--- src/verilog/vga_pkg.sv ---
package vga_pkg;

    // horizontal timing in pixels, blanking first then active
    localparam int h_front_t  = 16;
    localparam int h_sync_t   = 96;
    localparam int h_back_t   = 48;
    localparam int h_active_t = 640;
    localparam int h_blank_t  = h_front_t + h_sync_t + h_back_t;
    localparam int h_total_t  = h_blank_t + h_active_t;

    // vertical timing in lines
    localparam int v_front_t  = 10;
    localparam int v_sync_t   = 2;
    localparam int v_back_t   = 33;
    localparam int v_active_t = 480;
    localparam int v_blank_t  = v_front_t + v_sync_t + v_back_t;
    localparam int v_total_t  = v_blank_t + v_active_t;

    // cell geometry, 640/5 by 480/15
    localparam int cell_w    = 5;
    localparam int cell_h    = 15;
    localparam int cell_cols = h_active_t / cell_w;
    localparam int cell_rows = v_active_t / cell_h;

    typedef logic [9:0]  scan_cnt_t;
    typedef logic [6:0]  cell_col_t;
    typedef logic [4:0]  cell_row_t;
    // row * 128 + col
    typedef logic [11:0] cell_addr_t;
    typedef logic [3:0]  color_idx_t;
    // r in [11:8], g in [7:4], b in [3:0]
    typedef logic [11:0] rgb_t;
    typedef logic [15:0] axi_addr_t;
    typedef logic [31:0] axi_data_t;

    // register map, byte addresses
    localparam axi_addr_t cell_base      = 16'h0000;
    localparam axi_addr_t pal_base       = 16'h4000;
    localparam axi_addr_t frame_cnt_addr = 16'h4040;

    localparam logic [1:0] resp_okay   = 2'b00;
    localparam logic [1:0] resp_slverr = 2'b10;

endpackage

--- src/verilog/axil_cell_slave.sv ---
`timescale 1ns/1ps

module axil_cell_slave import vga_pkg::*; (
    input  logic       clk0,
    input  logic       rst_n,
    // write address and data
    input  axi_addr_t  awaddr,
    input  logic       awvalid,
    output logic       awready,
    input  axi_data_t  wdata,
    input  logic [3:0] wstrb,
    input  logic       wvalid,
    output logic       wready,
    // write response
    output logic [1:0] bresp,
    output logic       bvalid,
    input  logic       bready,
    // read address and data
    input  axi_addr_t  araddr,
    input  logic       arvalid,
    output logic       arready,
    output axi_data_t  rdata,
    output logic [1:0] rresp,
    output logic       rvalid,
    input  logic       rready,
    // frame counting
    input  logic       frame_start,
    // cell memory writes
    output logic       cell_wr_en,
    output cell_addr_t cell_wr_addr,
    output color_idx_t cell_wr_data,
    // palette access
    output logic       pal_wr_en,
    output color_idx_t pal_wr_idx,
    output rgb_t       pal_wr_data,
    output logic [1:0] pal_wr_strb,
    output color_idx_t pal_rd_idx,
    input  rgb_t       pal_rd_data
);

    typedef enum logic {w_idle, w_resp} wr_state_t;
    typedef enum logic {r_idle, r_resp} rd_state_t;

    wr_state_t wr_state;
    rd_state_t rd_state;
    logic      wr_rdy;
    logic      rd_rdy;
    logic      wr_hs;
    logic      rd_hs;
    logic      aw_cell;
    logic      aw_pal;
    logic      ar_pal;
    logic      ar_frame;
    axi_data_t frame_cnt;

    // AW and W share one ready
    assign awready = wr_rdy;
    assign wready  = wr_rdy;
    assign arready = rd_rdy;
    assign bvalid  = (wr_state == w_resp);
    assign rvalid  = (rd_state == r_resp);

    assign wr_hs = wr_rdy && awvalid && wvalid;
    assign rd_hs = rd_rdy && arvalid;

    // address decode
    assign aw_cell  = (awaddr[15:14] == cell_base[15:14]);
    assign aw_pal   = (awaddr[15:6] == pal_base[15:6]);
    assign ar_pal   = (araddr[15:6] == pal_base[15:6]);
    assign ar_frame = (araddr[15:2] == frame_cnt_addr[15:2]);

    // writes land on the handshake edge, together with bvalid rising
    assign cell_wr_en   = wr_hs && aw_cell && wstrb[0];
    assign cell_wr_addr = awaddr[13:2];
    assign cell_wr_data = wdata[3:0];
    assign pal_wr_en    = wr_hs && aw_pal;
    assign pal_wr_idx   = awaddr[5:2];
    assign pal_wr_data  = wdata[11:0];
    assign pal_wr_strb  = wstrb[1:0];
    assign pal_rd_idx   = araddr[5:2];

    // write channel
    always_ff @(posedge clk0) begin
        if (!rst_n) begin
            wr_state <= w_idle;
            wr_rdy   <= 1'b0;
            bresp    <= resp_okay;
        end else begin
            // one cycle ready pulse once both channels are valid
            wr_rdy <= (wr_state == w_idle) && awvalid && wvalid && !wr_rdy;
            case (wr_state)
                w_idle: begin
                    if (wr_hs) begin
                        wr_state <= w_resp;
                        // frame counter is read only
                        bresp    <= (aw_cell || aw_pal) ? resp_okay : resp_slverr;
                    end
                end
                w_resp: begin
                    if (bready) begin
                        wr_state <= w_idle;
                    end
                end
                default: wr_state <= w_idle;
            endcase
        end
    end

    // read channel
    always_ff @(posedge clk0) begin
        if (!rst_n) begin
            rd_state <= r_idle;
            rd_rdy   <= 1'b0;
            rresp    <= resp_okay;
            rdata    <= '0;
        end else begin
            rd_rdy <= (rd_state == r_idle) && arvalid && !rd_rdy;
            case (rd_state)
                r_idle: begin
                    if (rd_hs) begin
                        rd_state <= r_resp;
                        if (ar_pal) begin
                            rresp <= resp_okay;
                            rdata <= axi_data_t'(pal_rd_data);
                        end else if (ar_frame) begin
                            rresp <= resp_okay;
                            rdata <= frame_cnt;
                        end else begin
                            // cell range has no readback
                            rresp <= resp_slverr;
                            rdata <= '0;
                        end
                    end
                end
                r_resp: begin
                    if (rready) begin
                        rd_state <= r_idle;
                    end
                end
                default: rd_state <= r_idle;
            endcase
        end
    end

    // frames since reset
    always_ff @(posedge clk0) begin
        if (!rst_n) begin
            frame_cnt <= '0;
        end else if (frame_start) begin
            frame_cnt <= frame_cnt + 1'b1;
        end
    end

endmodule

--- config.mk ---
export PLATFORM = sky130hd
export DESIGN_NAME = axil_cell_slave
export DESIGN_NICKNAME = d
export VERILOG_FILES = /design/src/verilog/vga_pkg.sv /design/src/verilog/axil_cell_slave.sv
export SDC_FILE = /design/constraint.sdc
export NUM_CORES = 1
export LEC_CHECK = 0
export BUFFER_PORTS_ARGS = -buffer_cell sky130_fd_sc_hd__buf_2
export CORE_UTILIZATION = 47
export DETAILED_ROUTE_END_ITERATION = 10
export PLACE_DENSITY = 0.82
export SYNTH_ARGS = -nofsm -noshare
export SYNTH_HDL_FRONTEND = slang
export SYNTH_SLANG_ARGS = --single-unit
--- constraint.sdc ---
create_clock -name clk0 -period 5.5 [get_ports clk0]
set_clock_uncertainty 0.1 [all_clocks]
set_input_delay 1.1 -clock clk0 [delete_from_list [all_inputs] [get_ports clk0]]
set_output_delay 1.1 -clock clk0 [all_outputs]
set_load 0.005 [all_outputs]
==> out/metrics.cfg <==
[timing]
period_share = 0.5612
relSlewSlack = 0.2148
post-route-min-period_ps = 3087
hold_viol_final = 0
slew_viol_final = 0
tightestPinTransition_ps = 1178
max_freq_ghz = 0.3240
grt_setup_unrepaired = false
setup_viol = 0
fin_tns_setup_ps = 0

[global_route]
grtUsageTotal = 0.2119
grt_max_degree = 38
grt.overflow.total = 0
grt_pass1_wl_um = 12480
grt_pass1_vias = 2755
antenna_found_initial = 0

[worst_setup_path]
critPathMaxFanout = 3
cp-start-kind = input port
end_kind = output port
crit_type = input port to output port
crit_path_start = awaddr[15]
r2r_start = frame_cnt[0]
r2r_slack_ps = 2930
cp.required_ps = 4300
crit_arrival_ps = 1890

[synthesis]
seq_area_frac_synth = 0.4226
synth.avg_cell_area_um2 = 8.415
synth_seq_cells = 70
syn_inst = 394
synth_area_um2 = 3316
ys_types = 38
ys_warn_count = 0

[power]
leakagePower_nw = 1.497
report.power.total_w = 0.001102
pwr_density_cell_nw_per_um2 = 290.5
vdd_drop_max_mv = 0.1727

[floorplan]
die_h_um = 85.99
die_area_um2 = 7394
io-pin-count = 169
initial_utilization = 0.4880
rows = 30
core_um2 = 6794
die_w_um = 85.99

[route]
dr.pass1.iters = 4
drcViolationCount = 0
drtAntennaViolNets = 0
drt-vias-per-instance = 5.535
drt-initial-drc-count = 135
num_vias = 2989
detail_route.wl_per_cell_um = 14.31
drt-total-wl_um = 7727

[placement]
io_buffers = 98
hpwlAfterDp_um = 5185
globalplace.congestion = 0.7679

[cells_and_area]
num_antenna_cells = 0
nets = 529
layout_common_cells = 98 x buf_2, 70 x dfxtp_1, 41 x a21oi_1
final_common_cell = buf_2
drive_gt1_frac = 0.2725
syn2layout_area_growth_pct = 14.42

[clock_network]
clock_latency_ps = 340
cts_buffers = 9
ctsHoldBuffers = 0
cts.path.max_buffers = 2
root_buffer = clkbuf_8
cts_setup_buffers = 0
cts_tree = yes
h-tree-depth = 3
post_cts_resized = 0
cts.sinks = 70
clk_pin_slew_ps = 70

[min_path]
hold_start = rdata[20]
hold_path_class = register to register

[outcome]
outcome = complete, no violations

[job]
max_cap_violations = 0

logic make-up (layout without fill, tap and decap cells):
family / count (synthesis) / after routing / share of synthesized area
buffers and inverters: 70 / 119 / 0.1294
xor gates and xnor gates: 11 / 11 / 0.02906
other: 1 / 2 / 0.001131
muxes: 1 / 1 / 0.003019
and+or+nand+nor: 150 / 150 / 0.2483
adders and majority gates: 1 / 1 / 0.003773
AOI/OAI and AO/OA: 90 / 90 / 0.1626
DFF: 70 / 70 / 0.4226
synthesized netlist by cell type, drive strengths merged:
library cell  instances  area, um2
o31ai                12      90.09
nor4b                 3      26.28
o21a                  3      22.52
nor3                  4      20.02
o211ai                1      7.510
nand3                31      155.2
or3                   7      43.79
ha                    1      12.51
nor2                 27      101.4
and3                  3      18.77
nor2b                 1      6.260
nand3b                1      7.510
clkbuf               19      71.32
xnor2                 4      35.03
nand2b                2      12.51
nor4                  3      33.78
or4b                  1      10.01
xor2                  7      61.31
a21oi                41      205.2
or4                  17      131.4
nand4                11      75.07
mux2i                 1      10.01
o41ai                 1      8.760
inv                   2      7.510
nand2                32      120.1
and3b                 1      8.760
buf                  49      350.3
and4                  6      52.55
a221oi               12      105.1
o21ai                20      100.1
conb                  1      3.750
dfxtp                70       1401
area by class of cell:
cell class | instances | area, um2
sequential | 70 | 1401
fill | 609 | 3000
inverter | 2 | 7.507
timing repair buffer | 102 | 520.5
clock inverter | 3 | 90.09
clock buffer | 12 | 165.2
tap | 96 | 120.1
multi-input combinational | 255 | 1489
per-layer routing:
metal,global-route usage,wire length (um),vias up
li1,-,-,1481
met1,0.2549,3341,1405
met2,0.3636,3827,87
met3,0.05101,394,16
met4,0.08333,164,0
met5,0,0,-
final timing paths:
kind,depth (start not counted),endpoint
max,5,pal_wr_en
min reg2reg,2,rdata[20]
max reg2reg,5,frame_cnt[26]
min,2,rdata[20]
worst max-delay path, stage by stage:
cell	delay [ps]
buf_2	110
nor4b_1	300
nand3_1	150
nor2_1	100
buf_2	120
where the power goes:
part	switching (W)	leakage [nW]	internal [W]	total [W]
combinational	0.0000331	0.803	0.0000274	0.0000605
sequential	0.00000489	0.566	0.000514	0.000519
clock	0.000186	0.129	0.000336	0.000523
total	0.000224	1.50	0.000878	0.00110
flip-flops by register name, summed over array words and instances, names as in the netlist:
name / cells
awready: 1
rdata: 32
bvalid: 1
rvalid: 1
bresp: 1
frame_cnt: 32
arready: 1
rresp: 1
stage by stage:
step / hold slack (ps) / instance area [um2] / util / cells / worst slack [ps]
2_1_floorplan: 348.3 / 3319 / - / 395 / 2696
3_3_place_gp: 339.6 / 3538 / 0.5208 / 525 / 2387
3_5_place_dp: 343.7 / 3538 / 0.5208 / 525 / 2314
5_1_grt: 364.3 / 3794 / 0.5584 / 540 / 2327
6_report: 350.4 / 3794 / 0.5584 / 540 / 2413
4_1_cts: 353.9 / 3794 / 0.5584 / 540 / 2420
Power figures use the tool's default switching activity.
