### src/verilog/vga_pkg.sv
package vga_pkg;

    // horizontal timing in pixels, blanking first then active
    localparam int h_front_t  = 16;
    localparam int h_sync_t   = 96;
    localparam int h_back_t   = 48;
    localparam int h_active_t = 640;
    localparam int h_blank_t  = h_front_t + h_sync_t + h_back_t;
    localparam int h_total_t  = h_blank_t + h_active_t;

    // vertical timing in lines
    localparam int v_front_t  = 10;
    localparam int v_sync_t   = 2;
    localparam int v_back_t   = 33;
    localparam int v_active_t = 480;
    localparam int v_blank_t  = v_front_t + v_sync_t + v_back_t;
    localparam int v_total_t  = v_blank_t + v_active_t;

    // cell geometry, 640/5 by 480/15
    localparam int cell_w    = 5;
    localparam int cell_h    = 15;
    localparam int cell_cols = h_active_t / cell_w;
    localparam int cell_rows = v_active_t / cell_h;

    typedef logic [9:0]  scan_cnt_t;
    typedef logic [6:0]  cell_col_t;
    typedef logic [4:0]  cell_row_t;
    // row * 128 + col
    typedef logic [11:0] cell_addr_t;
    typedef logic [3:0]  color_idx_t;
    // r in [11:8], g in [7:4], b in [3:0]
    typedef logic [11:0] rgb_t;
    typedef logic [15:0] axi_addr_t;
    typedef logic [31:0] axi_data_t;

    // register map, byte addresses
    localparam axi_addr_t cell_base      = 16'h0000;
    localparam axi_addr_t pal_base       = 16'h4000;
    localparam axi_addr_t frame_cnt_addr = 16'h4040;

    localparam logic [1:0] resp_okay   = 2'b00;
    localparam logic [1:0] resp_slverr = 2'b10;

endpackage

### src/verilog/pixel_out.sv
`timescale 1ns/1ps

module pixel_out import vga_pkg::*; (
    input  logic       clk0,
    input  logic       rst_n,
    input  color_idx_t cell_color,
    input  logic       h_sync_raw,
    input  logic       v_sync_raw,
    input  logic       blank_raw,
    // palette write from the bus
    input  logic       pal_wr_en,
    input  color_idx_t pal_wr_idx,
    input  rgb_t       pal_wr_data,
    input  logic [1:0] pal_wr_strb,
    // palette readback
    input  color_idx_t pal_rd_idx,
    output rgb_t       pal_rd_data,
    output logic [3:0] vga_r,
    output logic [3:0] vga_g,
    output logic [3:0] vga_b,
    output logic       h_sync,
    output logic       v_sync,
    output logic       blank_n
);

    rgb_t palette [16];
    rgb_t rgb_q;
    // first delay stage, matches the cell buffer read
    logic h_sync_d;
    logic v_sync_d;
    logic blank_d;

    assign pal_rd_data = palette[pal_rd_idx];

    // palette register file, byte strobes
    always_ff @(posedge clk0) begin
        if (!rst_n) begin
            for (int i = 0; i < 16; i++) begin
                palette[i] <= '0;
            end
        end else if (pal_wr_en) begin
            if (pal_wr_strb[0]) begin
                palette[pal_wr_idx][7:0] <= pal_wr_data[7:0];
            end
            if (pal_wr_strb[1]) begin
                palette[pal_wr_idx][11:8] <= pal_wr_data[11:8];
            end
        end
    end

    // sync and blank through two flops, color lookup in the second
    always_ff @(posedge clk0) begin
        if (!rst_n) begin
            h_sync_d <= 1'b1;
            v_sync_d <= 1'b1;
            blank_d  <= 1'b1;
            h_sync   <= 1'b1;
            v_sync   <= 1'b1;
            blank_n  <= 1'b0;
            rgb_q    <= '0;
        end else begin
            h_sync_d <= h_sync_raw;
            v_sync_d <= v_sync_raw;
            blank_d  <= blank_raw;
            h_sync   <= h_sync_d;
            v_sync   <= v_sync_d;
            blank_n  <= ~blank_d;
            // black during blanking
            rgb_q    <= blank_d ? '0 : palette[cell_color];
        end
    end

    assign vga_r = rgb_q[11:8];
    assign vga_g = rgb_q[7:4];
    assign vga_b = rgb_q[3:0];

endmodule

### config.mk
export PLATFORM = sky130hd
export DESIGN_NAME = pixel_out
export DESIGN_NICKNAME = d
export VERILOG_FILES = /design/src/verilog/vga_pkg.sv /design/src/verilog/pixel_out.sv
export SDC_FILE = /design/constraint.sdc
export NUM_CORES = 1
export LEC_CHECK = 0
export BUFFER_PORTS_ARGS = -buffer_cell sky130_fd_sc_hd__buf_2
export CAP_MARGIN = 20
export CORE_MARGIN = 5
export CORE_UTILIZATION = 40
export DETAILED_ROUTE_END_ITERATION = 8
export PLACE_DENSITY = 0.61
export SYNTH_ARGS = -nofsm -noshare
export SYNTH_HDL_FRONTEND = slang
export SYNTH_SLANG_ARGS = --single-unit
### constraint.sdc
create_clock -name clk0 -period 3.2 [get_ports clk0]
set_clock_uncertainty 0.1 [all_clocks]
set_input_delay 0.32 -clock clk0 [delete_from_list [all_inputs] [get_ports clk0]]
set_output_delay 0.32 -clock clk0 [all_outputs]
set_load 0.05 [all_outputs]
==> results of run 1 <==
registers in the layout, indices dropped and copies added, names as in the netlist:
register,flops
rgb_q,12
palette,192
blank_d,1
v_sync,1
v_sync_d,1
h_sync_d,1
blank_n,1
h_sync,1
cell families after synthesis:
group / synth area share (%)
AND/OR/NAND/NOR: 17.4
buffers and inverters: 2.54
flip-flops: 55.9
AO/OA/AOI/OAI: 3.63
multiplexers: 20.5
Yosys cell counts, drive strengths merged, types with 9 or more instances:
cell | instances | share of area (%)
nand2 | 16 | 0.55
edfxtp | 192 | 53
mux2i | 9 | 0.82
mux4 | 81 | 17
nor3 | 32 | 2.4
o32ai | 9 | 0.72
clkbuf | 32 | 1.1
a22oi | 27 | 1.8
nand2b | 44 | 2.5
buf | 23 | 1.4
o22ai | 15 | 0.86
nor2 | 10 | 0.34
dfxtp | 18 | 3.3
mux2 | 30 | 3.1
and2 | 193 | 11
per-layer routing:
metal	GRT usage (%)	up-vias
li1	-	2946
met1	27.9	3374
met2	28.7	291
met3	3.27	41
met4	4.52	0
met5	0	-
report_power, final:
group	total [µW]	switching, µW	internal [µW]
sequential	3240	99.6	3140
clock	2510	1080	1430
combinational	764	463	300
total	6520	1640	4870
metrics by stage:
stage | cell area, µm² | utilization (%)
final | 12300 | 45.8
after global routing | 12300 | 45.8
after CTS | 12300 | 45.8
after detailed placement | 11600 | 43.0
after global placement | 11600 | 43.0
after floorplan | 11000 | -
timing repair:
item | 4_1_cts | 5_1_grt
endpoints found under the hold margin | 3 | 0
hold buffers | 3 | 0
resized for setup | 0 | 0
layout make-up:
| cell class | count | area, µm² |
|---|---|---|
| Tap cell | 341 | 427 |
| Clock buffer | 33 | 656 |
| Clock inverter | 10 | 55.1 |
| Fill cell | 2343 | 14600 |
| Multi-Input combinational cell | 479 | 4560 |
| Sequential cell | 210 | 6130 |
| Timing Repair Buffer | 81 | 513 |
final timing paths:
kind	startpoint	cells past startpoint	slack [ns]	end
worst min-delay path	rst_n	3	0.18	blank_d
worst min register to register	h_sync_d	1	0.31	h_sync
worst max register to register	blank_d	3	1.49	rgb_q[1]
worst max-delay path	pal_rd_idx[1]	6	0.71	pal_rd_data[1]
critical path, stage by stage:
cell	delay (ns)
buf_2	0.45
buf_4	0.37
mux4_2	0.34
a22oi_1	0.19
nand2_1	0.13
buf_2	0.24
==> run_results.csv, run 1 <==
group,metric,value,unit
status,status,"finished clean",
cts,htreeDepth,1,
setup_path,path_class,"in -> out",
setup_path,path_max_fanout,19,
routing,met3WireLength,2.24,mm
synthesis,postSynthAreaPerCell,14.7,µm²
global_routing,grt_pass1_vias,6664,
synthesis,yosysWarnings,0,
routing,drtIter0Drc,605,
cells_and_area,layout_commonest_cell,"and2_1",
job,cap_viol_max_count,0,
floorplanning,die_w,176,µm
synthesis,syn_nets,776,
global_routing,grt-ovfl-total,0,
timing,post-route-period-util,77.8,%
cts,cts_made_buffers,24,
cells_and_area,antenna_cells,0,
timing,worst-slew-pin-transition,0.852,ns
synthesis,syn_area,0.0110,mm²
routing,routedWlPerCell,24.9,µm
routing,m1WireLength,12.6,mm
cells_and_area,drive_gt1_share,27.2,%
cts,worstSkewPairLatency,0.52,ns
timing,fmax,402,MHz
timing,hold_viol_final,0,
routing,top_layer_used,"met4",
global_routing,antenna_found_initial,1,
pwr,peakVddDrop,0.339,mV
floorplanning,pin_count,59,
synthesis,ys_seq_area_share,55.9,%
min_path,hold_path_class,"in -> reg",
synthesis,async_reset_ff_share,0,%
global_routing,grt_pass1_wl,43.8,mm
placed_design,dpl.hpwl,20.9,mm
floorplanning,start_util,40.7,%
setup_path,cp-end-kind,"primary output",
setup_path,crit_arrival,2.07,ns
synthesis,ys.flop_type,"edfxtp_1",
setup_path,required,2.78,ns
global_routing,grt_start_max_net_pins,34,
setup_path,start_kind,"primary input",
timing,relSlewSlack,43.2,%
synthesis,synth_edf_count,192,
timing,worst_slack,0.711,ns
timing,maxSlewViolCount,0,
placed_design,gp_congestion,0.870,
routing,dr_wl_met2,13.2,mm
cells_and_area,final_cells,1154,
timing,fin_crit,2.49,ns
pwr,leakagePower,0.00433,µW
cts,cts_buffer_depth,3,
placed_design,pre_cts_ws,0.729,ns
synthesis,postSynthCellCount,744,
placed_design,portBuffers,58,
pwr,power.total,6520,µW
cts,clockRootBuffer,"clkbuf_16",
floorplanning,row_count,60,
timing,rsz0062_at_grt,"no",
routing,avgViaCountPerCell,5.76,
timing,setup-violations-final,0,
pwr,power.density,528,mW/mm²
placed_design,dp.cells,1108,
floorplanning,coreArea,0.0270,mm²
timing,tns,0,ns
routing,dr.pass1.iters,5,
routing,drc,0,
floorplanning,dieArea,0.0308,mm²
cts,path_clk_slew,0.06,ns
floorplanning,die_h,176,µm
cts,postCtsSetupBuffers,0,
cells_and_area,final_cell_mix,"and2_1, edfxtp_1, mux4_2",
global_routing,grt_usage,18.7,%
cts,cts.sinks,210,
routing,drt-total-wl,28.7,mm
routing,via_count,6652,
routing,antenna_left,0,
synthesis,yosysUniqueCellTypes,28,
synthesis,synth-seq-cells,210,
cells_and_area,area_growth,12.5,%
cts,cts_tree,"built",
timing,whs,0.181,ns
cells_and_area,final_nets,828,
Power figures use the tool's default switching activity.
==> run 2: changes to the inputs <==
Clock period 3.2 ns to 2.5 ns, I/O delays scaled along.
==> run 2 against run 1 <==
Worst hold slack got worse by 0.058 ns. Non-clock buffer count rose by 19. Power rose by 36%. Die area did not move. Flip-flop and latch count did not move. Wire length fell by 0.74%. Cell count rose by 1.7%. Core utilization rose by 1.2 points. Critical path depth fell by 2. Worst setup slack got worse by 0.58 ns. Sequential share of layout area fell by 1.3 points. Highest routed layer unchanged.
==> run_results.csv, run 2 (synthesis results as in run 1) <==
group,metric,value,unit
pwr,power_frac_clock,41.9,%
floorplanning,die_w,176,µm
setup_path,cp-end-kind,"primary output",
cells_and_area,regMostFlops,"palette",
cts,cts.sinks,210,
timing,post-route-period-util,94.9,%
routing,dr.pass1.iters,5,
cells_and_area,drive_gt1_share,29.4,%
global_routing,grt_start_max_net_pins,36,
setup_path,required,2.15,ns
routing,drt-total-wl,28.5,mm
cts,cts_tree,"built",
cells_and_area,final_cell_mix,"and2_1, edfxtp_1, mux4_2",
cts,cts_made_buffers,24,
cells_and_area,layout_commonest_cell,"and2_1",
pwr,internal_power,6660,µW
cells_and_area,largest_register_ffs,192,
cts,htreeDepth,1,
setup_path,crit_slowest_cell,"mux4_2",
pwr,seqPwrFrac,46.8,%
floorplanning,coreArea,0.0270,mm²
timing,hold_viol_final,0,
global_routing,grt_pass1_wl,43.4,mm
global_routing,grt_usage,18.6,%
pwr,peakVddDrop,0.501,mV
pwr,p_comb_share,11.2,%
floorplanning,row_count,60,
timing,maxSlewViolCount,0,
timing,setup-violations-final,0,
global_routing,grt_pass1_vias,6783,
timing,fin_crit,2.37,ns
routing,drtIter0Drc,568,
cells_and_area,area_growth,15.4,%
cells_and_area,multi_input_area,0.00456,mm²
floorplanning,start_util,40.7,%
floorplanning,die_h,176,µm
cts,post_cts_resized,0,
cells_and_area,fillCellCount,2281,
floorplanning,pin_count,59,
routing,via_count,6706,
pwr,p_sw,2180,µW
pwr,switching_share,24.7,%
setup_path,regToRegSetupSlack,0.87,ns
pwr,leakagePower,0.00449,µW
setup_path,cp_slowest_stage_delay,0.52,ns
cts,cts_buffer_depth,3,
pwr,power.total,8840,µW
global_routing,antenna_found_initial,0,
cells_and_area,ff_latch_area,0.00613,mm²
global_routing,grt-ovfl-total,0,
job,cap_viol_max_count,0,
setup_path,path_class,"reg -> out",
timing,rsz0062_at_grt,"no",
placed_design,dpl.hpwl,20.9,mm
routing,avgViaCountPerCell,5.71,
setup_path,path_max_fanout,2,
cells_and_area,final_cells,1174,
cells_and_area,antenna_cells,0,
cells_and_area,final_nets,847,
cells_and_area,reg_top3,"palette: 192 flops, rgb_q: 12 flops",
setup_path,path_cells,"mux4_2 -> a22oi_1 -> nand2_1 -> buf_2",
placed_design,portBuffers,58,
cts,worstSkewPairLatency,0.53,ns
timing,relSlewSlack,55.4,%
min_path,hold_path_class,"in -> reg",
routing,antenna_left,0,
pwr,power.density,698,mW/mm²
setup_path,crit_arrival,2.02,ns
routing,routedWlPerCell,24.3,µm
cts,path_clk_slew,0.06,ns
floorplanning,dieArea,0.0308,mm²
timing,tns,0,ns
placed_design,gp_congestion,0.843,
cts,clockRootBuffer,"clkbuf_16",
routing,drc,0,
setup_path,start_kind,"register",
timing,fmax,421,MHz
placed_design,dp.cells,1126,
status,status,"finished clean",
timing,worst-slew-pin-transition,0.669,ns
run 2: path summary, 6_finish.rpt:
kind                  start        endpoint  cells after the start
max reg2reg  palette[14][7]        rgb_q[7]                      3
max           palette[3][4]  pal_rd_data[4]                      4
min           cell_color[1]       rgb_q[10]                      3
min reg2reg        h_sync_d          h_sync                      1
run 2: worst max-delay path: cells and delay by family (launching register included):
kind	cells	cell delay (ns)
AOI/OAI and AO/OA	1	0.16
buffers and inverters	1	0.23
DFF	1	0.44
muxes	1	0.52
and+or+nand+nor	1	0.12
run 2: repair_timing:
| item | in CTS | in global routing |
|---|---|---|
| hold endpoints to repair | 4 | 0 |
| setup endpoints to repair | 0 | 0 |
| setup buffers | 0 | 0 |
| hold buffers | 4 | 0 |
run 2: stage by stage:
stage,hold slack (ns),setup slack (ns),util [%],instance area (µm²)
after global routing,0.105,0.0706,47.0,12700
after detailed placement,0.297,0.351,43.7,11800
after CTS,0.100,0.111,47.0,12700
after floorplan,0.251,0.613,-,11000
final,0.123,0.127,47.0,12700
after global placement,0.290,0.337,43.7,11800
run 2: layout make-up:
class | instances | area share, %
well taps | 341 | 3.37
multi-input cells | 479 | 36.0
flip-flops and latches | 210 | 48.4
repair buffers | 100 | 5.59
clock inverters | 16 | 1.60
clock buffers | 28 | 5.02
run 2: routing by layer:
layer | wire length, µm | GRT usage (%) | vias up | part of all wire [%]
met5 | 0 | 0 | - | 0
met4 | 637 | 4.45 | 0 | 2.2
met3 | 2490 | 3.70 | 50 | 8.7
li1 | - | - | 2985 | -
met1 | 12600 | 27.5 | 3353 | 44
met2 | 12800 | 28.4 | 318 | 45
run 2: power by group through the flow:
stage	sequential [µW]	combinational, µW	clock, µW
2_1_floorplan	4170	668	0
3_3_place_gp	4210	989	0
3_5_place_dp	4210	989	0
4_1_cts	4140	998	3770
5_1_grt	4150	1050	3950
6_report	4140	994	3710
==> run 3: changes to the inputs <==
Clock period 2.5 ns to 2.65 ns, I/O delays scaled along.
==> run 3 against run 2 <==
Sequential power is 5.8% lower. Count of clock-buffer cells in the layout grew 1. Die area unchanged. Worst hold slack got worse by 0.10 ns. Global-route usage is 0.56 points lower. Clock power is 4% lower. Register-to-register slack gained 0.04 ns. Combinational power down 5.4%. Power shrank 4.8%. Wire length down 2.1%. Via count shrank 0.81%. Design area shrank 0.19%. Critical path type unchanged. Largest power group unchanged. Highest routed layer unchanged.
==> run_results.csv, run 3 (synthesis results as in run 1) <==
group,metric,value,unit
cells_and_area,area_growth,15.2,%
placed_design,pre_cts_ws,0.409,ns
timing,setup-violations-final,0,
floorplanning,start_util,40.7,%
cts,htreeDepth,1,
timing,tns,0,ns
timing,rsz0062_at_grt,"no",
cts,worstSkewPairLatency,0.52,ns
routing,antenna_left,0,
timing,maxSlewViolCount,0,
routing,drt-total-wl,27.9,mm
cts,cts_made_buffers,24,
setup_path,crit_arrival,2.02,ns
pwr,leakagePower,0.00450,µW
cells_and_area,final_cells,1173,
setup_path,reg2reg_depth,3,
routing,dr.pass1.iters,5,
cells_and_area,final_nets,846,
routing,routedWlPerCell,23.8,µm
job,cap_viol_max_count,0,
timing,relSlewSlack,53.7,%
timing,worst-slew-pin-transition,0.695,ns
placed_design,gp_congestion,0.850,
cells_and_area,antenna_cells,0,
cells_and_area,fillCellCount,2342,
setup_path,path_class,"reg -> out",
status,status,"finished clean",
cts,cts_buffer_depth,3,
cells_and_area,layout_commonest_cell,"and2_1",
routing,met3WireLength,2.08,mm
pwr,peakVddDrop,0.410,mV
global_routing,antenna_found_initial,0,
pwr,power.density,666,mW/mm²
min_path,min_path_cells,2,
cells_and_area,ff_latch_area,0.00613,mm²
timing,whs,0.0209,ns
cells_and_area,multi_input_area,0.00456,mm²
cts,path_clk_slew,0.06,ns
global_routing,grt_usage,18.0,%
floorplanning,pin_count,59,
global_routing,grt_pass1_vias,6800,
floorplanning,coreArea,0.0270,mm²
placed_design,dp.cells,1126,
timing,post-route-period-util,89.9,%
routing,via_count,6652,
global_routing,grt_start_max_net_pins,49,
floorplanning,die_w,176,µm
setup_path,path_max_fanout,2,
floorplanning,dieArea,0.0308,mm²
cts,postCtsSetupBuffers,0,
routing,top_layer_used,"met4",
cells_and_area,largest_register_ffs,192,
routing,avgViaCountPerCell,5.67,
timing,fin_crit,2.38,ns
routing,dr_wl_met2,12.9,mm
cells_and_area,reg_top3,"palette: 192 flops, rgb_q: 12 flops",
floorplanning,row_count,60,
routing,drc,0,
setup_path,cp-end-kind,"primary output",
min_path,hold_path_class,"in -> reg",
cts,cts.sinks,210,
global_routing,grt-ovfl-total,0,
setup_path,start_kind,"register",
setup_path,r2r_start,"blank_d",
cells_and_area,drive_gt1_share,29.2,%
setup_path,required,2.29,ns
min_path,hold_path_end,"blank_n",
placed_design,dpl.hpwl,20.4,mm
cts,cts_tree,"built",
setup_path,timing.rr.end,"rgb_q[11]",
global_routing,grt_pass1_wl,42.5,mm
min_path,hold_start,"rst_n",
routing,drtIter0Drc,513,
timing,hold_viol_final,0,
cts,post_cts_resized,0,
routing,m1WireLength,12.2,mm
setup_path,crit_path_start,"palette[0][10]",
cells_and_area,final_cell_mix,"and2_1, edfxtp_1, mux4_2",
cts,clockRootBuffer,"clkbuf_16",
placed_design,portBuffers,58,
timing,worst_slack,0.266,ns
setup_path,regToRegSetupSlack,0.91,ns
timing,fmax,420,MHz
floorplanning,die_h,176,µm
cells_and_area,regMostFlops,"palette",
cts,cts_hold_buf,3,
[run 3: changes by cell type in the layout (fill, tap and decap cells not counted)]
cell,delta
clkinv_4,-1
buf_12,-2
dlygate4sd3_1,-1
bufinv_16,+1
clkbuf_16,+1
clkbuf_1,+1
clkinv_2,+2
clkinv_8,-1
clkinvlp_4,-3
buf_4,+2
clkbuf_8,-1
clkinv_1,+1
[run 3: power breakdown]
part / internal, µW / switching [µW] / total [µW]
Sequential: 3790 / 108 / 3900
Combinational: 375 / 565 / 940
Clock: 2230 / 1350 / 3580
Total: 6390 / 2020 / 8420
[run 3: worst max-delay path by stage]
stage / end / slack (ns) / cells after the start
2_1_floorplan: pal_rd_data[7] / 0.73 / 4
3_3_place_gp: pal_rd_data[0] / 0.41 / 6
3_5_place_dp: pal_rd_data[0] / 0.41 / 6
4_1_cts: pal_rd_data[0] / 0.26 / 4
5_1_grt: pal_rd_data[4] / 0.19 / 4
6_report: pal_rd_data[10] / 0.27 / 4
[run 3: cell type report]
class                           count  share of cell area, %
Clock inverter                     15                   1.57
Tap cell                          341                   3.38
Sequential cell                   210                   48.5
Timing Repair Buffer               99                   5.33
Clock buffer                       29                   5.15
Multi-Input combinational cell    479                   36.1
[run 3: metal layers]
metal,up-vias,track usage [%]
met4,0,4.81
met3,39,3.75
met2,258,28.1
met1,3367,26.0
met5,-,0
li1,2988,-
[run 3: stage by stage]
step / total power, µW / utilization, % / cell area, µm²
final: 8420 / 46.9 / 12600
after global routing: 8670 / 46.9 / 12600
after CTS: 8480 / 46.9 / 12600
after detailed placement: 4890 / 43.6 / 11800
after global placement: 4890 / 43.6 / 11800
after floorplan: 4570 / - / 11000
[run 3: worst max-delay path: stages (launching register included)]
cell and delay, ns:
edfxtp_1 0.44, mux4_2 0.49, a22oi_1 0.24, nand2_1 0.11
buf_2 0.23
