## src/verilog/vga_pkg.sv

```systemverilog
package vga_pkg;

    // horizontal timing in pixels, blanking first then active
    localparam int h_front_t  = 16;
    localparam int h_sync_t   = 96;
    localparam int h_back_t   = 48;
    localparam int h_active_t = 640;
    localparam int h_blank_t  = h_front_t + h_sync_t + h_back_t;
    localparam int h_total_t  = h_blank_t + h_active_t;

    // vertical timing in lines
    localparam int v_front_t  = 10;
    localparam int v_sync_t   = 2;
    localparam int v_back_t   = 33;
    localparam int v_active_t = 480;
    localparam int v_blank_t  = v_front_t + v_sync_t + v_back_t;
    localparam int v_total_t  = v_blank_t + v_active_t;

    // cell geometry, 640/5 by 480/15
    localparam int cell_w    = 5;
    localparam int cell_h    = 15;
    localparam int cell_cols = h_active_t / cell_w;
    localparam int cell_rows = v_active_t / cell_h;

    typedef logic [9:0]  scan_cnt_t;
    typedef logic [6:0]  cell_col_t;
    typedef logic [4:0]  cell_row_t;
    // row * 128 + col
    typedef logic [11:0] cell_addr_t;
    typedef logic [3:0]  color_idx_t;
    // r in [11:8], g in [7:4], b in [3:0]
    typedef logic [11:0] rgb_t;
    typedef logic [15:0] axi_addr_t;
    typedef logic [31:0] axi_data_t;

    // register map, byte addresses
    localparam axi_addr_t cell_base      = 16'h0000;
    localparam axi_addr_t pal_base       = 16'h4000;
    localparam axi_addr_t frame_cnt_addr = 16'h4040;

    localparam logic [1:0] resp_okay   = 2'b00;
    localparam logic [1:0] resp_slverr = 2'b10;

endpackage

```

## src/verilog/vga_sync.sv

```systemverilog
`timescale 1ns/1ps

module vga_sync import vga_pkg::*; (
    input  logic      clk0,
    input  logic      rst_n,
    output logic      pix_en,
    output logic      h_sync_raw,
    output logic      v_sync_raw,
    output logic      blank_raw,
    output cell_col_t cell_col,
    output cell_row_t cell_row,
    output logic      frame_start
);

    scan_cnt_t  h_cnt;
    scan_cnt_t  v_cnt;
    scan_cnt_t  h_next;
    scan_cnt_t  v_next;
    logic       line_end;
    logic       frame_end;
    // position inside the current cell
    logic [2:0] col_sub;
    logic [3:0] row_sub;

    // last pixel of a line, last line of a frame
    assign line_end  = (h_cnt == scan_cnt_t'(h_total_t - 1));
    assign frame_end = line_end && (v_cnt == scan_cnt_t'(v_total_t - 1));

    // next counter values, so the flops below describe the same pixel as the counters
    always_comb begin
        h_next = line_end ? '0 : h_cnt + 1'b1;
        v_next = v_cnt;
        if (line_end) begin
            v_next = (v_cnt == scan_cnt_t'(v_total_t - 1)) ? '0 : v_cnt + 1'b1;
        end
    end

    // half-rate pixel enable
    always_ff @(posedge clk0) begin
        if (!rst_n) begin
            pix_en <= 1'b0;
        end else begin
            pix_en <= ~pix_en;
        end
    end

    // scan counters plus registered syncs and blank
    always_ff @(posedge clk0) begin
        if (!rst_n) begin
            h_cnt      <= '0;
            v_cnt      <= '0;
            h_sync_raw <= 1'b1;
            v_sync_raw <= 1'b1;
            blank_raw  <= 1'b1;
        end else if (pix_en) begin
            h_cnt      <= h_next;
            v_cnt      <= v_next;
            // active low pulses
            h_sync_raw <= !((h_next >= h_front_t) && (h_next < h_front_t + h_sync_t));
            v_sync_raw <= !((v_next >= v_front_t) && (v_next < v_front_t + v_sync_t));
            blank_raw  <= (h_next < h_blank_t) || (v_next < v_blank_t);
        end
    end

    // single clk0 pulse at the frame wrap
    always_ff @(posedge clk0) begin
        if (!rst_n) begin
            frame_start <= 1'b0;
        end else begin
            frame_start <= pix_en && frame_end;
        end
    end

    // column steps every cell_w pixels of the active line
    always_ff @(posedge clk0) begin
        if (!rst_n) begin
            cell_col <= '0;
            col_sub  <= '0;
        end else if (pix_en) begin
            if (h_next == scan_cnt_t'(h_blank_t)) begin
                // first active pixel
                cell_col <= '0;
                col_sub  <= '0;
            end else if (h_next > scan_cnt_t'(h_blank_t)) begin
                if (col_sub == 3'(cell_w - 1)) begin
                    col_sub  <= '0;
                    cell_col <= cell_col + 1'b1;
                end else begin
                    col_sub <= col_sub + 1'b1;
                end
            end
        end
    end

    // row steps every cell_h lines, only at line wrap
    always_ff @(posedge clk0) begin
        if (!rst_n) begin
            cell_row <= '0;
            row_sub  <= '0;
        end else if (pix_en && line_end) begin
            if (v_next == scan_cnt_t'(v_blank_t)) begin
                cell_row <= '0;
                row_sub  <= '0;
            end else if (v_next > scan_cnt_t'(v_blank_t)) begin
                if (row_sub == 4'(cell_h - 1)) begin
                    row_sub  <= '0;
                    cell_row <= cell_row + 1'b1;
                end else begin
                    row_sub <= row_sub + 1'b1;
                end
            end
        end
    end

endmodule

```

## config.mk

```make
export PLATFORM = sky130hd
export DESIGN_NAME = vga_sync
export DESIGN_NICKNAME = d
export VERILOG_FILES = /design/src/verilog/vga_pkg.sv /design/src/verilog/vga_sync.sv
export SDC_FILE = /design/constraint.sdc
export NUM_CORES = 1
export LEC_CHECK = 0
export BUFFER_PORTS_ARGS = -buffer_cell sky130_fd_sc_hd__buf_2
export CAP_MARGIN = 10
export CORE_MARGIN = 1
export CORE_UTILIZATION = 64
export CTS_CLUSTER_DIAMETER = 60
export DETAILED_ROUTE_END_ITERATION = 10
export GPL_ROUTABILITY_DRIVEN = 0
export PLACE_DENSITY = 0.94
export SYNTH_ARGS = -nofsm -noshare
export SYNTH_HDL_FRONTEND = slang
export SYNTH_SLANG_ARGS = --single-unit
```

## constraint.sdc

```tcl
create_clock -name clk0 -period 7.8 [get_ports clk0]
set_input_delay 1.17 -clock clk0 [delete_from_list [all_inputs] [get_ports clk0]]
set_output_delay 1.17 -clock clk0 [all_outputs]
set_load 0.03 [all_outputs]
```

==> results of run 1 <==
-- metal layers --
| metal | vias up | track usage (%) | share of wire, % |
|---|---|---|---|
| met5 | - | 0 | 0 |
| met4 | 0 | 8.07 | 1.2 |
| met3 | 11 | 5.50 | 6.2 |
| met2 | 103 | 47.3 | 47 |
| met1 | 1273 | 37.4 | 45 |
| li1 | 1325 | - | - |
-- through the flow --
step | std cells | worst slack, ns | utilization, % | power (uW) | hold slack (ns)
final | 411 | 4.33 | 71.3 | 393 | 0.462
after global routing | 411 | 4.01 | 71.3 | 407 | 0.509
after CTS | 411 | 4.34 | 71.3 | 396 | 0.471
after detailed placement | 403 | 4.42 | 69.0 | 251 | 0.460
after global placement | 403 | 4.58 | 69.0 | 250 | 0.444
after floorplan | 361 | 5.31 | - | 247 | 0.449
-- path summary, 6_finish.rpt --
path / slack [ns] / cells past startpoint / end
worst min register to register: 0.46 / 2 / cell_col[6]
worst max-delay path: 4.33 / 8 / cell_row[4]
worst min-delay path: 0.46 / 2 / cell_col[6]
worst max register to register: 4.33 / 8 / cell_row[4]
-- worst max-delay path: stages, from the launching register on --
cell and delay (ns):
dfxtp_1 0.41, ha_1 0.33, nand4_1 0.28, nor3_4 0.49, and4_1 0.32, o221ai_2 0.14, o31ai_1 0.94, nand2b_2 0.35
o22ai_1 0.10
-- area by class of cell --
| type | count | area (um2) | share of cell area, % |
|---|---|---|---|
| timing repair buffer | 18 | 90.1 | 3.07 |
| multi-input combinational | 281 | 1770 | 60.3 |
| clock buffer | 7 | 86.3 | 2.94 |
| clock inverter | 1 | 7.51 | 0.256 |
| inverter | 10 | 37.5 | 1.28 |
| sequential | 44 | 881 | 30.0 |
| tap | 50 | 62.6 | 2.13 |
-- registers in the layout, summed over array words and instances (netlist names) --
name	flops
col_sub	3
pix_en	1
h_cnt	10
v_sync_raw	1
row_sub	4
frame_start	1
blank_raw	1
cell_row	5
h_sync_raw	1
cell_col	7
v_cnt	10
-- cell usage in the layout, fill, tap and decap left out, types with 11 or more instances in the layout --
master	instances
nand4_1	13
nand3_1	18
nand2_1	35
nor3_1	11
and3_1	12
nor2_1	29
nand3b_1	13
a21oi_1	28
buf_2	18
dfxtp_1	44
o21ai_0	20
-- report_power, final --
part / switching [uW] / internal (uW)
sequential: 5.40 / 227
combinational: 9.16 / 4.19
clock: 75.6 / 72.0
total: 90.2 / 303
-- cells by family after synthesis --
| kind of cell | count (synthesis) |
|---|---|
| simple gates | 169 |
| compound gates | 90 |
| flops | 44 |
| buf+inv | 36 |
| fa+ha+maj | 10 |
| xor+xnor | 9 |
| mux | 3 |
==> impl_metrics.csv, run 1 <==
group,metric,value,unit
synthesis,async_reset_ff_share,0,%
clock_network,post_cts_buffers,0,
timing,tightest_slew,1.14,ns
clock_network,clk_latency,0.30,ns
layout,syn2layout_area_growth,3.76,%
route,routed_wl,6.25,mm
global_routing,grt_max_degree,39,
timing,clock.fmax,0.288,GHz
synthesis,syn_nets,373,
clock_network,cts_hold_buf,0,
route,viasPerCell,6.60,
worst_setup_path,cp-start-kind,"register",
synthesis,synth_seq_cells,44,
synthesis,yosys_warnings,0,
clock_network,cts-resized-gates,0,
timing,period_share,44.5,%
place,dp_hpwl,4.27,mm
layout,fin_nets,372,
clock_network,cts_sinks,44,
layout,drive_gt1_share,11.1,%
die,core_area,4120,um2
synthesis,yosys.area_share.simple,34.4,%
global_routing,grt_pass1_vias,2233,
worst_setup_path,required,7.99,ns
synthesis,synthTopCellsByCount,"dfxtp_1 (44), nand2_1 (35), nor2_1 (29), a21oi_1 (28), o21ai_0 (20)",
power,power_density,134,nW/um2
synthesis,synth_cells,361,
synthesis,ys_seq_area_share,31.2,%
timing,finalHoldViolations,0,
synthesis,synth_top_area_share,31.2,%
synthesis,synthMuxAreaShare,1.06,%
clock_network,cts_max_path_buffers,2,
synthesis,yosysUniqueCellTypes,58,
layout,final_cell_area,2930,um2
clock_network,cts_root_buffer,"clkbuf_8",
synthesis,yosysTopAreaCell,"dfxtp_1",
timing,rsz0062_at_grt,"false",
timing,skew,0.00877,ns
route,drt_iter0_markers,313,
layout,fillCellCount,336,
route,ant_nets,0,
clock_network,clkTransAtPathRegs,0.08,ns
synthesis,synth-xor-area-share,2.79,%
global_routing,grt_pass1_wl,10.2,mm
timing,slew_headroom,24.1,%
synthesis,syn_avg_cell_area,7.83,um2
clock_network,htreeDepth,2,
global_routing,grt-ovfl-total,0,
timing,slew_violations,0,
route,vias,2712,
worst_hold_path,worstHoldStart,"cell_col[6]",
timing,min_period,3.47,ns
place,dpl_cell_area,2840,um2
layout,antenna_cells,0,
synthesis,yosysMostFrequentCell,"dfxtp_1",
power,p_leak,0.000999,uW
worst_setup_path,crit_path_start,"h_cnt[0]",
route,dr.pass1.iters,5,
global_routing,antenna_found_initial,0,
synthesis,synth_compound_area_share,19.9,%
worst_setup_path,crit_type,"reg2reg",
die,die-area,4690,um2
run,drv_cap,0,
synthesis,synth_top_family_by_area,"simple AND/OR/NAND/NOR gates",
synthesis,synth_area_leaders,"dfxtp_1 (31%), a21oi_1 (5.0%), nand2_1 (4.6%)",
worst_setup_path,cp-end-kind,"register",
worst_setup_path,crit_arrival,3.66,ns
global_routing,track_usage,28.6,%
synthesis,synth-adder-area-share,4.43,%
route,routedWlPerCell,15.2,um
worst_setup_path,path_max_fanout,13,
power,ir_drop,0.0000804,V
route,drc,0,
die,die_y,68.5,um
timing,setup_violations,0,
worst_setup_path,r2r-start,"h_cnt[0]",
clock_network,cts_tree,"done",
synthesis,synthFlopType,"dfxtp_1",
worst_hold_path,hold_path.class,"reg2reg",
clock_network,cts_buffers,5,
die,initial_core_util,68.7,%
timing,setup_tns,0,ns
synthesis,synth_edf_count,0,
place,io_buffers,18,
die,rows,23,
run_status,status,"complete, no violations",
synthesis,synth_area,2830,um2
die,num_io_pins,19,
die,die_w,68.5,um
Note: power is estimated with default switching activity, not from simulation.
==> inputs of run 2 (changes only) <==
CORE_UTILIZATION = 55   (was 64)
PLACE_DENSITY = 0.86   (was 0.94)
clock period = 2.9 ns   (was 7.8 ns; I/O delays follow)
==> run 2 against run 1 <==
Global-route usage decreased by 3.7 points; worst hold slack lost 0.019 ns; largest power group unchanged; largest cell class unchanged; via count decreased by 0.74%; non-clock buffer count grew 13; flip-flop and latch count stayed put; sequential power rose to 2.7 times the previous value.
==> impl_metrics.csv, run 2 (synthesized netlist as in run 1, its figures left out) <==
group,metric,value,unit
timing,slew_violations,0,
layout,fillCellCount,421,
worst_hold_path,hold_path.class,"in2reg",
clock_network,clk_latency,0.30,ns
worst_setup_path,crit_arrival,2.99,ns
clock_network,cts_sinks,44,
timing,tightest_slew,0.626,ns
clock_network,clkTransAtPathRegs,0.09,ns
worst_setup_path,cp_slowest_cell,"or4b_1",
die,die_y,73.7,um
clock_network,post_cts_buffers,0,
worst_setup_path,required,3.12,ns
layout,layout_common_cells,"dfxtp_1 (44), nand2_1 (35), nor2_1 (29)",
timing,setup_ws,0.122,ns
timing,setup_tns,0,ns
place,io_buffers,18,
power,ir_drop,0.000256,V
layout,syn2layout_area_growth,8.68,%
layout,fin_nets,385,
run_status,status,"complete, no violations",
global_routing,grt_max_degree,25,
place,dp_hpwl,4.52,mm
route,vias,2692,
layout,fin_util,63.4,%
layout,final_cell_area,3070,um2
clock_network,cts_root_buffer,"clkbuf_8",
route,dr.pass1.iters,4,
route,ant_nets,0,
timing,period_share,95.8,%
route,viasPerCell,6.10,
place,dp_slack,0.161,ns
worst_setup_path,crit_chain,"ha_1 -> and4_1 -> a41oi_1 -> o21bai_2 -> nor4b_4 -> o31ai_1 -> or4b_1 -> a31oi_1",
worst_setup_path,crit_cells,8,
worst_setup_path,path_max_fanout,10,
worst_setup_path,critical_path.max_stage_delay,0.55,ns
clock_network,cts_max_path_buffers,2,
timing,slew_headroom,58.2,%
global_routing,track_usage,24.8,%
layout,largestRegisters,"h_cnt: 10 flops, v_cnt: 10 flops, cell_col: 7 flops",
layout,final_common_cell,"dfxtp_1",
worst_setup_path,path_delay_family,"simple AND/OR/NAND/NOR gates",
layout,layout.cells.non_filler,441,
route,routed_wl,6.41,mm
timing,clock.fmax,0.360,GHz
power,power_density,368,nW/um2
die,num_io_pins,19,
route,drt_iter0_markers,159,
route,routedWlPerCell,14.5,um
die,rows,25,
timing,min_period,2.78,ns
worst_hold_path,worstHoldPathCells,2,
worst_setup_path,cp-start-kind,"register",
route,drc,0,
worst_setup_path,worst-path-buf-inv,0,
die,core_area,4850,um2
place,place_inst,433,
die,die_w,73.7,um
worst_setup_path,crit_type,"reg2reg",
die,initial_core_util,58.3,%
place,dpl_cell_area,2960,um2
die,die-area,5430,um2
clock_network,cts_buffers,5,
timing,setup_violations,0,
global_routing,grt_pass1_vias,2443,
clock_network,cts_tree,"done",
global_routing,grt-ovfl-total,0,
global_routing,grt_pass1_wl,10.7,mm
run,drv_cap,0,
worst_setup_path,cp-end-kind,"register",
power,p_leak,0.00108,uW
layout,drive_gt1_share,14.7,%
layout,antenna_cells,0,
clock_network,htreeDepth,2,
timing,skew,0.00986,ns
worst_setup_path,r2r_cells,8,
timing,finalHoldViolations,0,
global_routing,antenna_found_initial,0,
## run 2: cell types whose count changed in the layout (fill, tap and decap cells not counted)
cell | previous run | this run
nor2b_2 | 0 | 1
nor2b_1 | 1 | 0
or4b_4 | 0 | 1
clkinvlp_4 | 1 | 0
clkbuf_8 | 6 | 5
or4b_1 | 2 | 1
clkinv_2 | 0 | 1
bufinv_16 | 0 | 1
buf_4 | 0 | 13
## run 2: per-stage QoR
stage | hold WS, ns | power, uW
after CTS | 0.439 | 1140
after global placement | 0.447 | 676
after floorplan | 0.449 | 663
final | 0.443 | 1130
after global routing | 0.458 | 1170
after detailed placement | 0.467 | 678
## run 2: power by group
part | leakage, uW | internal [uW] | switching (uW) | total, uW
clock | 0.0000552 | 256 | 211 | 467
combinational | 0.000669 | 13.7 | 32.9 | 46.6
sequential | 0.000356 | 610 | 7.96 | 618
## run 2: worst register-to-register path, delay by kind of cell (launching register included)
family | cells | cell delay [ns]
DFF | 1 | 0.42
adders and majority gates | 1 | 0.21
and+or+nand+nor | 3 | 1.31
AOI/OAI and AO/OA | 4 | 0.76
## run 2: layer usage
layer  vias up  track usage, %  wire length (um)
met1      1261            31.4              2870
met2        80            41.7              3140
met5         -               0                 0
met3         9            4.94               320
met4         0            8.97                80
li1       1342               -                 -
## run 2: what timing repair did
| item | in CTS | in global routing |
|---|---|---|
| gates resized for setup | 0 | 2 |
| hold buffers | 0 | 0 |
| endpoints found under the setup margin | 0 | 10 |
## run 2: path summary, 6_finish.rpt
kind               startpoint           to  slack, ns
setup reg to reg     h_cnt[0]   row_sub[3]       0.12
setup / recovery     h_cnt[0]   row_sub[3]       0.12
hold reg to reg   cell_col[6]  cell_col[6]       0.48
hold / removal          rst_n    blank_raw       0.44
## run 2: cell type report
type                            count  area [um2]  share of cell area [%]
Tap cell                           67        83.8                    2.73
Inverter                           10        37.5                    1.22
Timing Repair Buffer               31         188                    6.11
Multi-Input combinational cell    281        1770                    57.8
Clock inverter                      2        35.0                    1.14
Clock buffer                        6        72.6                    2.36
Sequential cell                    44         881                    28.7
==> inputs of run 3 (changes only) <==
CTS_BUF_LIST = sky130_fd_sc_hd__clkbuf_8 sky130_fd_sc_hd__clkbuf_16   (was unset)
CTS_CLUSTER_SIZE = 28   (was unset)
==> run 3 against run 2 <==
Worst hold slack improved by 0.0012 ns; design area unchanged; largest power group unchanged; final cell count unchanged.
==> impl_metrics.csv, run 3 (synthesized netlist as in run 1, its figures left out) <==
group,metric,value,unit
run_status,status,"complete, no violations",
layout,final_cell_area,3070,um2
route,vias,2690,
timing,slew_violations,0,
worst_setup_path,crit_cells,8,
worst_setup_path,critical_path.max_stage_delay,0.54,ns
timing,slew_headroom,58.2,%
worst_setup_path,cp-end-kind,"register",
run,drv_cap,0,
layout,drive_gt1_share,14.7,%
clock_network,cts_root_buffer,"clkbuf_8",
clock_network,cts_sinks,44,
worst_setup_path,cp_slowest_cell,"or4b_1",
route,drc,0,
route,dr.pass1.iters,4,
place,io_buffers,18,
worst_setup_path,cp-start-kind,"register",
worst_setup_path,r2r_cells,8,
timing,period_share,96.1,%
worst_setup_path,required,3.12,ns
worst_setup_path,path_delay_family,"simple AND/OR/NAND/NOR gates",
die,initial_core_util,58.3,%
die,die-area,5430,um2
clock_network,clkTransAtPathRegs,0.09,ns
timing,tightest_slew,0.627,ns
clock_network,clk_latency,0.30,ns
die,num_io_pins,19,
power,power_density,367,nW/um2
timing,finalHoldViolations,0,
layout,antenna_cells,0,
timing,skew,0.0109,ns
power,finalPower,1130,uW
global_routing,antenna_found_initial,0,
layout,largestRegisters,"h_cnt: 10 flops, v_cnt: 10 flops, cell_col: 7 flops",
worst_setup_path,path_max_fanout,10,
die,core_area,4850,um2
layout,layout_common_cells,"dfxtp_1 (44), nand2_1 (35), nor2_1 (29)",
global_routing,grt_pass1_vias,2443,
place,dpl_cell_area,2960,um2
power,ir_drop,0.000257,V
worst_hold_path,hold_path.class,"in2reg",
global_routing,grt_pass1_wl,10.7,mm
worst_hold_path,worstHoldPathCells,2,
route,ant_nets,0,
worst_setup_path,worst-path-buf-inv,0,
route,viasPerCell,6.10,
clock_network,cts_buffers,5,
timing,clock.fmax,0.359,GHz
timing,min_period,2.79,ns
worst_setup_path,crit_chain,"ha_1 -> and4_1 -> a41oi_1 -> o21bai_2 -> nor4b_4 -> o31ai_1 -> or4b_1 -> a31oi_1",
route,drt_iter0_markers,159,
worst_setup_path,crit_arrival,3.00,ns
die,rows,25,
clock_network,htreeDepth,2,
clock_network,cts_max_path_buffers,2,
layout,syn2layout_area_growth,8.68,%
layout,fin_nets,385,
die,die_w,73.7,um
route,routedWlPerCell,14.5,um
global_routing,grt_max_degree,25,
global_routing,grt-ovfl-total,0,
layout,final_common_cell,"dfxtp_1",
timing,setup_violations,0,
die,die_y,73.7,um
power,p_leak,0.00108,uW
worst_setup_path,crit_type,"reg2reg",
global_routing,track_usage,24.8,%
place,dp_hpwl,4.52,mm
clock_network,cts_tree,"done",
route,routed_wl,6.41,mm
run 3: cell count changes in the layout (fill, tap and decap cells not counted), sizes merged:
cell,change
clkbuf,-1
inv,+1
run 3: per-layer routing:
metal / GRT usage, % / routed length, um / vias to the layer above
met2: 41.7 / 3130 / 75
li1: - / - / 1346
met4: 8.97 / 62 / 0
met3: 4.94 / 256 / 7
met5: 0 / 0 / -
met1: 31.4 / 2960 / 1262
run 3: metrics by stage:
stage	hold slack [ns]	setup TNS, ns	utilization, %	cells	setup slack, ns
2_1_floorplan	0.449	0	-	361	0.410
3_3_place_gp	0.447	0	61.0	433	0.189
3_5_place_dp	0.467	0	61.0	433	0.161
4_1_cts	0.439	0	63.2	441	0.123
5_1_grt	0.458	-0.0389	63.4	441	-0.0389
6_report	0.444	0	63.4	441	0.114
run 3: final timing paths:
kind                               endpoint  slack, ns         from
worst max-delay path             row_sub[3]       0.11     h_cnt[0]
worst min-delay path              blank_raw       0.44        rst_n
worst max register to register   row_sub[3]       0.11     h_cnt[0]
worst min register to register  cell_col[6]       0.48  cell_col[6]
run 3: where the power goes:
| part | internal [uW] | switching, uW | leakage (uW) |
|---|---|---|---|
| logic | 13.7 | 33.2 | 0.000669 |
| registers | 610 | 8.00 | 0.000356 |
| clock network | 252 | 211 | 0.0000593 |
| total | 876 | 253 | 0.00108 |
run 3: area by class of cell:
class	count	area, um2
repair buffers	31	188
well taps	67	83.8
multi-input cells	281	1770
clock inverters	3	38.8
inverters	10	37.5
clock buffers	5	68.8
flip-flops and latches	44	881
fillers	421	1780
run 3: worst register-to-register path: stages (launching register included):
cell and delay (ns):
dfxtp_1 0.42, ha_1 0.21, and4_1 0.46, a41oi_1 0.16
o21bai_2 0.26, nor4b_4 0.31, o31ai_1 0.13, or4b_1 0.54
a31oi_1 0.21
run 3: what timing repair did:
action,CTS,global route
endpoints found under the setup margin,0,10
resized for setup,0,2
hold buffers,0,0
setup buffers,0,0
